File: src/nitta_pkg.sv
package nitta_pkg;

  // Default data width of a bus word.
  localparam int data_width_default = 8;

  // Register file depth in words.
  localparam int fram_depth_default = 8;

  // Number of microprogram steps.
  localparam int prog_depth_default = 16;

  // Attribute word that travels next to every data word.
  // Only the invalid flag is defined; the spare bits stay zero.
  typedef struct packed {
    logic [2:0] spare;
    logic       invalid;
  } attr_t;

  // Plain strobes of one processing unit.
  typedef struct packed {
    logic wr;
    logic sel;
    logic oe;
  } unit_ctrl_t;

  // Register file strobes with the word address.
  // Four address bits cover the default depth with room to spare.
  typedef struct packed {
    logic       wr;
    logic       oe;
    logic [3:0] addr;
  } fram_ctrl_t;

  // One microprogram step.
  // The last flag marks the final step of a program.
  typedef struct packed {
    fram_ctrl_t fram;
    unit_ctrl_t mult;
    unit_ctrl_t accum;
    logic       last;
  } ctrl_word_t;

endpackage

File: src/pu_mult_inner.sv
`timescale 1ns/1ps

module pu_mult_inner
  #( parameter int DATA_WIDTH = 8
   )
  ( input  logic [DATA_WIDTH-1:0] dataa
  , input  logic [DATA_WIDTH-1:0] datab
  , output logic [DATA_WIDTH-1:0] result
  , output logic                  fits
  );

  // Full signed product, twice the data width.
  logic signed [2*DATA_WIDTH-1:0] product;
  // Upper half together with the sign bit of the low word.
  logic        [DATA_WIDTH:0]     high_part;

  assign product = $signed(dataa) * $signed(datab);

  // Only the low word goes back to the bus.
  assign result = product[DATA_WIDTH-1:0];

  // The product fits when the upper half only repeats the sign of the low word.
  assign high_part = product[2*DATA_WIDTH-1:DATA_WIDTH-1];
  assign fits      = (&high_part) | ~(|high_part);

endmodule

File: src/pu_mult.sv
`timescale 1ns/1ps

module pu_mult
  #( parameter int DATA_WIDTH = 8
   )
  ( input  logic                  clk
  , input  logic                  rst
  , input  logic                  signal_wr
  , input  logic                  signal_sel
  , input  logic                  signal_oe
  , input  logic [DATA_WIDTH-1:0] data_in
  , input  nitta_pkg::attr_t      attr_in
  , output logic [DATA_WIDTH-1:0] data_out
  , output nitta_pkg::attr_t      attr_out
  );

  // Operand registers, one per sel value.
  logic [DATA_WIDTH-1:0] operand_a;
  logic [DATA_WIDTH-1:0] operand_b;
  // Held invalid flag of the operand pair.
  logic                  operand_invalid;
  // Previous sel, for the falling edge detector.
  logic                  sel_q;
  logic                  capture;
  // Combinational product and its range check.
  logic [DATA_WIDTH-1:0] product;
  logic                  product_fits;
  // Registered result shown on the bus.
  logic [DATA_WIDTH-1:0] result_data;
  logic                  result_invalid;

  pu_mult_inner #(
    .DATA_WIDTH(DATA_WIDTH)
  ) i_mult_inner (
    .dataa (operand_a),
    .datab (operand_b),
    .result(product),
    .fits  (product_fits)
  );

  always_ff @(posedge clk) begin
    if (rst) begin
      operand_a       <= '0;
      operand_b       <= '0;
      operand_invalid <= 1'b0;
      sel_q           <= 1'b0;
      capture         <= 1'b0;
      result_data     <= '0;
      result_invalid  <= 1'b0;
    end else begin
      // Capture strobe follows sel going from one to zero.
      sel_q   <= signal_sel;
      capture <= sel_q && !signal_sel;

      if (signal_wr) begin
        if (signal_sel) begin
          // Second operand closes the pair, so its flag is merged in.
          operand_b       <= data_in;
          operand_invalid <= operand_invalid | attr_in.invalid;
        end else begin
          // First operand starts a new pair.
          operand_a       <= data_in;
          operand_invalid <= attr_in.invalid;
        end
      end

      // Result is bad if an operand was bad or the product overflowed.
      if (capture) begin
        result_data    <= product;
        result_invalid <= operand_invalid | ~product_fits;
      end
    end
  end

  // Bus drive is zero unless oe is set, so the top level can OR the units.
  assign data_out = signal_oe ? result_data : '0;

  always_comb begin
    attr_out         = '0;
    attr_out.invalid = signal_oe & result_invalid;
  end

endmodule

File: src/pu_accum.sv
`timescale 1ns/1ps

module pu_accum
  #( parameter int DATA_WIDTH = 8
   )
  ( input  logic                  clk
  , input  logic                  rst
  , input  logic                  signal_wr
  , input  logic                  signal_sel
  , input  logic                  signal_oe
  , input  logic [DATA_WIDTH-1:0] data_in
  , input  nitta_pkg::attr_t      attr_in
  , output logic [DATA_WIDTH-1:0] data_out
  , output nitta_pkg::attr_t      attr_out
  );

  // Running sum and its sticky invalid flag.
  logic [DATA_WIDTH-1:0] acc;
  logic                  acc_invalid;
  // Next sum and the signed overflow of that addition.
  logic [DATA_WIDTH-1:0] sum;
  logic                  overflow;

  assign sum = acc + data_in;

  // Overflow when both addends share a sign and the sum does not.
  assign overflow = (acc[DATA_WIDTH-1] == data_in[DATA_WIDTH-1]) &&
                    (sum[DATA_WIDTH-1] != acc[DATA_WIDTH-1]);

  always_ff @(posedge clk) begin
    if (rst) begin
      acc         <= '0;
      acc_invalid <= 1'b0;
    end else if (signal_wr) begin
      if (signal_sel) begin
        // Add; the flag stays set until the next load.
        acc         <= sum;
        acc_invalid <= acc_invalid | overflow | attr_in.invalid;
      end else begin
        // Load replaces both the value and the flag.
        acc         <= data_in;
        acc_invalid <= attr_in.invalid;
      end
    end
  end

  // Zero on the bus unless selected for output.
  assign data_out = signal_oe ? acc : '0;

  always_comb begin
    attr_out         = '0;
    attr_out.invalid = signal_oe & acc_invalid;
  end

endmodule

File: src/pu_fram.sv
`timescale 1ns/1ps

module pu_fram
  #( parameter int DATA_WIDTH = 8
   , parameter int FRAM_DEPTH = 8
   )
  ( input  logic                  clk
  , input  logic                  rst
  , input  nitta_pkg::fram_ctrl_t ctrl
  , input  logic [DATA_WIDTH-1:0] data_in
  , input  nitta_pkg::attr_t      attr_in
  , output logic [DATA_WIDTH-1:0] data_out
  , output nitta_pkg::attr_t      attr_out
  , input  logic                  ext_wr
  , input  logic [3:0]            ext_addr
  , input  logic [DATA_WIDTH-1:0] ext_data
  , input  nitta_pkg::attr_t      ext_attr
  , input  logic [3:0]            ext_rd_addr
  , output logic [DATA_WIDTH-1:0] ext_rd_data
  , output nitta_pkg::attr_t      ext_rd_attr
  );

  // Addresses wrap to the memory depth.
  localparam int ADDR_BITS = $clog2(FRAM_DEPTH);

  // Data words and their invalid flags.
  logic [DATA_WIDTH-1:0] mem_data    [FRAM_DEPTH];
  logic                  mem_invalid [FRAM_DEPTH];

  always_ff @(posedge clk) begin
    if (rst) begin
      for (int i = 0; i < FRAM_DEPTH; i++) begin
        mem_data[i]    <= '0;
        mem_invalid[i] <= 1'b0;
      end
    end else if (ctrl.wr) begin
      // Bus write wins over the external port.
      mem_data[ctrl.addr[ADDR_BITS-1:0]]    <= data_in;
      mem_invalid[ctrl.addr[ADDR_BITS-1:0]] <= attr_in.invalid;
    end else if (ext_wr) begin
      mem_data[ext_addr[ADDR_BITS-1:0]]    <= ext_data;
      mem_invalid[ext_addr[ADDR_BITS-1:0]] <= ext_attr.invalid;
    end
  end

  // Bus side read, zero when not selected.
  assign data_out = ctrl.oe ? mem_data[ctrl.addr[ADDR_BITS-1:0]] : '0;

  always_comb begin
    attr_out         = '0;
    attr_out.invalid = ctrl.oe & mem_invalid[ctrl.addr[ADDR_BITS-1:0]];
    // External read is always live.
    ext_rd_attr         = '0;
    ext_rd_attr.invalid = mem_invalid[ext_rd_addr[ADDR_BITS-1:0]];
  end

  assign ext_rd_data = mem_data[ext_rd_addr[ADDR_BITS-1:0]];

endmodule

File: src/control_unit.sv
`timescale 1ns/1ps

module control_unit
  #( parameter int PROG_DEPTH = 16
   )
  ( input  logic                  clk
  , input  logic                  rst
  , input  logic                  start
  , input  logic                  prog_wr
  , input  logic [3:0]            prog_addr
  , input  nitta_pkg::ctrl_word_t prog_word
  , output nitta_pkg::ctrl_word_t ctrl
  , output logic                  busy
  , output logic                  done
  );

  localparam int PC_BITS = $clog2(PROG_DEPTH);

  // Microprogram store, loaded one word per cycle from outside.
  nitta_pkg::ctrl_word_t prog_mem [PROG_DEPTH];
  // Current step.
  logic [PC_BITS-1:0]    pc;

  always_ff @(posedge clk) begin
    if (prog_wr) begin
      prog_mem[prog_addr[PC_BITS-1:0]] <= prog_word;
    end
  end

  // Strobes are all zero while idle.
  assign ctrl = busy ? prog_mem[pc] : '0;

  always_ff @(posedge clk) begin
    if (rst) begin
      busy <= 1'b0;
      done <= 1'b0;
      pc   <= '0;
    end else begin
      done <= 1'b0;
      if (!busy) begin
        // A start pulse begins at step zero.
        if (start) begin
          busy <= 1'b1;
          pc   <= '0;
        end
      end else if (ctrl.last) begin
        // Final step executes now; done follows in the next cycle.
        busy <= 1'b0;
        done <= 1'b1;
        pc   <= '0;
      end else begin
        pc <= pc + 1'b1;
      end
    end
  end

endmodule

File: src/net_processor.sv
`timescale 1ns/1ps

module net_processor
  #( parameter int DATA_WIDTH = nitta_pkg::data_width_default
   , parameter int FRAM_DEPTH = nitta_pkg::fram_depth_default
   , parameter int PROG_DEPTH = nitta_pkg::prog_depth_default
   )
  ( input  logic                  clk
  , input  logic                  rst
  , input  logic                  start
  , input  logic                  prog_wr
  , input  logic [3:0]            prog_addr
  , input  nitta_pkg::ctrl_word_t prog_word
  , input  logic                  ext_wr
  , input  logic [3:0]            ext_addr
  , input  logic [DATA_WIDTH-1:0] ext_data
  , input  nitta_pkg::attr_t      ext_attr
  , input  logic [3:0]            ext_rd_addr
  , output logic [DATA_WIDTH-1:0] ext_rd_data
  , output nitta_pkg::attr_t      ext_rd_attr
  , output logic                  busy
  , output logic                  done
  );

  nitta_pkg::ctrl_word_t ctrl;

  // Shared bus and the per-unit drives that form it.
  logic [DATA_WIDTH-1:0] bus_data;
  nitta_pkg::attr_t      bus_attr;
  logic [DATA_WIDTH-1:0] fram_data, mult_data, accum_data;
  nitta_pkg::attr_t      fram_attr, mult_attr, accum_attr;

  control_unit #(.PROG_DEPTH(PROG_DEPTH)) i_control_unit (
    .clk(clk), .rst(rst), .start(start), .prog_wr(prog_wr), .prog_addr(prog_addr),
    .prog_word(prog_word), .ctrl(ctrl), .busy(busy), .done(done)
  );

  pu_fram #(.DATA_WIDTH(DATA_WIDTH), .FRAM_DEPTH(FRAM_DEPTH)) i_pu_fram (
    .clk(clk), .rst(rst), .ctrl(ctrl.fram), .data_in(bus_data), .attr_in(bus_attr),
    .data_out(fram_data), .attr_out(fram_attr), .ext_wr(ext_wr), .ext_addr(ext_addr),
    .ext_data(ext_data), .ext_attr(ext_attr), .ext_rd_addr(ext_rd_addr),
    .ext_rd_data(ext_rd_data), .ext_rd_attr(ext_rd_attr)
  );

  pu_mult #(.DATA_WIDTH(DATA_WIDTH)) i_pu_mult (
    .clk(clk), .rst(rst), .signal_wr(ctrl.mult.wr), .signal_sel(ctrl.mult.sel),
    .signal_oe(ctrl.mult.oe), .data_in(bus_data), .attr_in(bus_attr),
    .data_out(mult_data), .attr_out(mult_attr)
  );

  pu_accum #(.DATA_WIDTH(DATA_WIDTH)) i_pu_accum (
    .clk(clk), .rst(rst), .signal_wr(ctrl.accum.wr), .signal_sel(ctrl.accum.sel),
    .signal_oe(ctrl.accum.oe), .data_in(bus_data), .attr_in(bus_attr),
    .data_out(accum_data), .attr_out(accum_attr)
  );

  // Idle units drive zero, so a plain OR forms the bus.
  assign bus_data = fram_data | mult_data | accum_data;
  assign bus_attr = fram_attr | mult_attr | accum_attr;

endmodule

File: config.mk
export PLATFORM = sky130hd
export DESIGN_NAME = net_processor
export DESIGN_NICKNAME = d
export VERILOG_FILES = /design/src/nitta_pkg.sv /design/src/pu_mult_inner.sv /design/src/pu_mult.sv /design/src/pu_accum.sv /design/src/pu_fram.sv /design/src/control_unit.sv /design/src/net_processor.sv
export SDC_FILE = /design/constraint.sdc
export NUM_CORES = 1
export LEC_CHECK = 0
export BUFFER_PORTS_ARGS = -buffer_cell sky130_fd_sc_hd__buf_2
export CAP_MARGIN = 10
export CORE_MARGIN = 8
export CORE_UTILIZATION = 63
export CTS_BUF_LIST = sky130_fd_sc_hd__clkbuf_4 sky130_fd_sc_hd__clkbuf_8 sky130_fd_sc_hd__clkbuf_16
export DETAILED_ROUTE_END_ITERATION = 12
export PLACE_DENSITY_LB_ADDON = 0.25
export SLEW_MARGIN = 20
export SYNTH_ARGS = -nofsm -noshare
export SYNTH_HDL_FRONTEND = slang
export SYNTH_SLANG_ARGS = --single-unit
File: constraint.sdc
create_clock -name clk -period 5 [get_ports clk]
set_input_delay 0.5 -clock clk [delete_from_list [all_inputs] [get_ports clk]]
set_output_delay 0.5 -clock clk [all_outputs]
set_load 0.01 [all_outputs]
Word-level counts from Yosys, hierarchy flattened
Memory sizes are Yosys's and may differ from the RTL's. A register that Yosys moved wholly into a read port is not among the register bits.
Cells that the tools add are included.
{ "totals": {"register_bits": 43, "latch_bits": 0, "ram_bits": 280, "rom_bits": 0, "out_inout_bits": 14, "elab_cells": 88, "n_memories": 3} }
{ "mem_list": {"columns": ["memory", "depth", "width", "read_ports", "rd_ports_with_merged_regs", "write_ports", "line_no", "source"], "rows": [
  ["i_control_unit.prog_mem", 16, 13, 1, 1, 1, "control_unit.sv:20", "nitta_pkg::ctrl_word_t prog_mem [PROG_DEPTH];"],
  ["i_pu_fram.mem_data", 8, 8, 2, 0, 8, "pu_fram.sv:27", "logic [DATA_WIDTH-1:0] mem_data [FRAM_DEPTH];"],
  ["i_pu_fram.mem_invalid", 8, 1, 2, 0, 8, "pu_fram.sv:28", "logic mem_invalid [FRAM_DEPTH];"]
]} }
{ "classes": {"addsub": 2, "multipliers": 1, "div_mod_pow": 0, "magnitude_cmp": 0, "n_eq_ne": 2, "n_shift": 0, "muxes": 39, "bitwise": 16, "n_reduce_logical": 13} }
{ "ops": {"columns": ["cell", "n"], "rows": [
  ["8-bit two-way mux", 6],
  ["1-bit two-way mux", 23],
  ["4-bit two-way mux", 5],
  ["8-bit by 8-bit multiplier with 16-bit output", 1],
  ["8-bit bitwise OR", 2],
  ["8-bit OR reduction", 2],
  ["13-bit two-way mux", 1],
  ["3-bit two-way mux", 4],
  ["9-bit AND reduction", 1],
  ["9-bit OR reduction", 1],
  ["8-bit adder", 1],
  ["1-bit bitwise OR", 7],
  ["4-bit by 1-bit adder with 4-bit output, second input constant", 1],
  ["1-bit NOT", 4],
  ["2-bit AND reduction", 2],
  ["1-bit AND", 3],
  ["1-bit logical AND", 2],
  ["2-bit nonzero test", 1],
  ["1-bit OR reduction", 2],
  ["2-bit OR reduction", 1],
  ["1-bit == test", 1],
  ["1-bit zero test", 1],
  ["1-bit != test", 1]
]} }

Longest topological paths before layout
An unclocked memory read counts as a cell.
{ "logic_depth": {"ltp_word": 11, "depth_mapped": 23, "depth_no_buf": 20} }

Cells and area by module
From an unflattened synthesis, not the netlist that was laid out.
{ "unflattened": {"hier_cells": 1286, "area_unflattened_um2": 18250.0} }
{ "modules_own_cells": {"columns": ["mod", "n_inst", "cells_each", "area_each_um2", "seq_area_each_um2"], "rows": [
  ["control_unit", 1, 374, 8520.7, 6446.2],
  ["pu_fram", 1, 404, 5126.2, 2162.1],
  ["pu_mult_inner", 1, 273, 2451.1, 0.0],
  ["pu_mult", 1, 115, 1191.1, 560.5],
  ["pu_accum", 1, 108, 885.8, 180.2],
  ["net_processor", 1, 12, 75.1, 0.0]
]} }

Least setup slack after synthesis
No wires, ideal clock.
{ "synth_path": {"kind": "register to register", "from": "register i_pu_mult.operand_b[3]", "to": "register i_pu_mult.result_invalid", "setup_time_ps": 92, "arrival_ps": 4356, "required_time_ps": 4908, "path_slack_ps": 552, "path_stages_with_launch": 17, "synth_period_minus_slack_ps": 4448, "path_cell_list": "dfxtp_1 > clkbuf_1 > and2_1 > inv_1 > fa_1 > fa_1 > fa_1 > fa_1 > inv_1 > ha_1 > or3_1 > a21o_1 > a31o_2 > a21oi_1 > xor2_1 > and4_1 > nor4_1"} }
{ "synth_between": {"elab_chain_cells": 6, "elab_cells_between_ends": 7} }
{ "synth_rtl": {"columns": ["item", "line_no", "source"], "rows": [
  ["from (decl)", "pu_mult.sv:19", "logic [DATA_WIDTH-1:0] operand_b;"],
  ["from (signal assigned)", "pu_mult.sv:58", "operand_b <= data_in;"],
  ["8-bit by 8-bit multiplier with 16-bit output (*)", "pu_mult_inner.sv:17", "assign product = $signed(dataa) * $signed(datab);"],
  ["9-bit OR reduction", "pu_mult_inner.sv:24", "assign fits = (&high_part) | ~(|high_part);"],
  ["1-bit NOT", "pu_mult_inner.sv:24", null],
  ["1-bit bitwise OR (*)", "pu_mult_inner.sv:24", null],
  ["1-bit NOT (*)", "pu_mult.sv:70", "result_invalid <= operand_invalid | ~product_fits;"],
  ["1-bit bitwise OR (*)", "pu_mult.sv:70", null],
  ["to (signal assigned)", "pu_mult.sv:70", null],
  ["to (decl)", "pu_mult.sv:30", "logic result_invalid;"]
]} }
Every way passes the cells marked *; elsewhere a longest branch is shown, timed or not.
A chain may end at the register's enable or synchronous reset.

==> impl_results.md <==
* Full die area at 30,800 um^2
* Result of the run: completed
* Finish-stage setup viols at 0
* Worst voltage drop across the vdd grid at around 0.43 mV
* Number of port buffers at 46
* Setup repair after global routing missed its margin: false
* Area of the placeable core at 25,100 um^2
* DR DRC count at 0
* Maximum capacitance violations at 0
* Average routed wire per standard cell at approximately 23 um
* Antenna violations before repair at 1
* Router iterations before antenna repair at 5
* Data arrival time at the worst-slack endpoint at 5.19 ns
* Final critical-path required period at 4.80 ns
* Final Power at 5.51 mW
* Initial Util at 0.639
* Via density at 6.27
* Share of Yosys cell area claimed by the top area cell type at 0.494
* Buffer levels on the longest clock path at 3
* Final core utilization at 0.713
* Yosys reg bits at between 300 and 400
* Placer Congestion at 0.843
* Commonest cells after routing, fill and taps aside: 264 x edfxtp_1, 136 x nor2_1, 76 x mux4_2, 76 x inv_1, 64 x nand2_1
* Global-route usage over all layers at 0.235
* Gate Count Post-Synth at between 1,000 and 1,500
* Growth of design area from synthesis to finish at 11.5%
* Fraction of the cycle the final worst path needs at 0.960
* Depth of the most critical reg-to-reg path at 19
* Yosys warnings at 0
* Synth Cell Area at 16,000 um^2
* Maximum number of pins on one net before global-route repair at just under 50
* Hold/Removal Path Class: in -> reg
* EDFF count, synth at 264
* Final global-route overflow total at 0
* Max H-tree Level at 1
* ANT cells at 0
* Maximum fanout along the worst path at 6
* Insertion delay to the later sink of the worst-skew pair at 0.58 ns
* Fin Clk Skew at 0.0434 ns
* Global-route wire length before repair at 56,000 um
* Most area-hungry cell type in the Yosys netlist: edfxtp_1
* Remaining number of nets flagged by the antenna check after routing at 0
* Clock transition at the register clock pins on the worst setup and hold paths after CTS at 0.07 ns
* Synth area leaders: edfxtp_1 49%, mux4_2 10%, fa_1 7.0%, dfxtp_1 5.9%, nor2_1 3.4%
* Boundary Pins at 56
* Summed negative setup slack over all endpoints at 0 ns
* Most used flip-flop cell after synthesis: edfxtp_1
* Violation count after the first detailed-routing iteration at between 900 and 1,000
* CP Class: reg -> reg
* Final-report max-slew violation count at 0
* Share of synthesized area occupied by flip-flops and latches at 0.553
* Leak Pwr at roughly 6.3 nW
* Fraction of synthesis flops using an asynchronous set or reset pin at 0
* Fraction of layout cells with a size suffix above 1 at 0.236
* CTS tree: done
* Total vias in the final route at 9,833
* Hold Path Stages at 3
* Die width at roughly 180 um
* Worst Setup End Kind: flip-flop
* Number of cell rows at 58
* Vias in the first global route at 9,864
* PwrDens at 308 nW/um^2
* Relative slew slack at 0.307
* Detailed-route wire length at 36,600 um
* Transition at the pin with the smallest max-transition slack at around 1.0 ns
* Avg Synthesized Cell Area at approximately 14 um^2
* CTS root buffer: clkbuf_16
* Worst hold slack at 0.284 ns
* Clock buffer count from CTS at 30
* Required time worst endpoint at 5.39 ns
* Peak Freq at 208 MHz
* Fill cell instance count of the final layout at 1,644
* Cell variety after synth at 69
* Most frequent standard cell in the layout excluding fill and tap cells: edfxtp_1
* Kind of start point of the critical path: flip-flop
* DP HPWL at 24,800 um
* Die Y-Extent at ~180 um
* NumNets Final at 1,350
* Clock Sinks at 311
* Final number of hold-violating endpoints at 0
[area by class of cell]
class	count	area (um^2)	area share
tap	330	413	0.0231
clock buffer	48	922	0.0515
multi-input combinational	691	6670	0.372
inverter	80	300	0.0168
timing repair buffer	101	647	0.0362
clock inverter	8	65.1	0.00364
sequential	311	8880	0.496
[synthesized netlist by cell type, drive strengths merged (5+ instances only)]
library cell and count:
edfxtp 264, nand2 67, and2 31, xnor2 16, a221o 6, o21a 8, a222oi 7, o21ai 21
xor2 7, a21o 5, dfxtp 47, nand3b 6, fa 56, nor3 12, inv 79, mux4 78
mux2 18, buf 27, mux2i 44, ha 37, nand2b 21, o21bai 6, a211oi 15, clkbuf 31
a21oi 23, nand3 17, nor2 144
[worst paths after layout]
check	startpoint	endpoint	slack [ns]
worst min-delay path	start	flip-flop	0.28
worst max register to register	flip-flop	i_pu_accum.acc[6]	0.20
worst min register to register	i_pu_accum.acc[2]	i_pu_accum.acc[2]	0.46
worst max-delay path	flip-flop	i_pu_accum.acc[6]	0.20
[worst max-delay path, cell delays in order (launching register included)]
cell      delay, ns
dfxtp_4        0.43
mux4_1         0.69
mux4_2         0.65
buf_4          0.23
mux2i_1        0.14
nor2_1         0.06
a221o_1        0.31
a211oi_2       0.30
inv_1          0.09
ha_1           0.23
fa_1           0.44
a21oi_1        0.15
nor2_1         0.05
nor2_1         0.13
o21bai_1       0.09
a21oi_1        0.20
xor2_1         0.18
nand2_1        0.06
o21ai_0        0.11
a211oi_1       0.09
[registers in the layout, indices dropped and copies added (netlist names), 4 cells and up, named ones only]
register                 cells
i_pu_mult.result_data        8
i_pu_mult.operand_b          8
i_control_unit.pc            4
i_pu_fram.mem_data          64
i_pu_accum.acc               8
i_control_unit.prog_mem    192
i_pu_mult.operand_a          8
i_pu_fram.mem_invalid        8
[power breakdown]
| group | switching, mW | total, mW | internal [mW] |
|---|---|---|---|
| Clock | 0.944 | 2.21 | 1.27 |
| Sequential | 0.0389 | 2.92 | 2.88 |
| Combinational | 0.230 | 0.383 | 0.153 |
[routing by layer]
layer,vias up,track usage,wire length [um]
li1,4350,-,-
met1,4988,0.314,14700
met2,428,0.402,18500
met3,65,0.0296,2570
met4,2,0.0653,877
met5,-,0,8
[kinds of logic (layout without fill, tap and decap cells)]
kind of cell	count (synthesis)	in the layout	share of synthesized area
buffers and inverters	138	237	0.0373
AND/OR/NAND/NOR	313	313	0.0893
AO/OA/AOI/OAI	118	118	0.0526
flip-flops	311	311	0.553
XOR/XNOR	23	23	0.0126
multiplexers	140	141	0.156
adder cells (fa/ha/maj)	93	93	0.0987
other	1	3	0.000234
[repair_timing]
action / in CTS / in global routing
setup endpoints to repair: 0 / 4
hold buffers: 0 / 0
buffers inserted: 0 / 3
resized for setup: 0 / 14
[through the flow]
stage | setup WS [ns] | std cells | area, um^2
finish | 0.200 | 1569 | 17900
CTS | 0.171 | 1565 | 17800
detailed placement | 0.199 | 1509 | 16800
global route | 0.0100 | 1569 | 17900
floorplan | 0.552 | 1139 | 16100
global placement | 0.297 | 1509 | 16800
(Power assumes the default switching activity.)
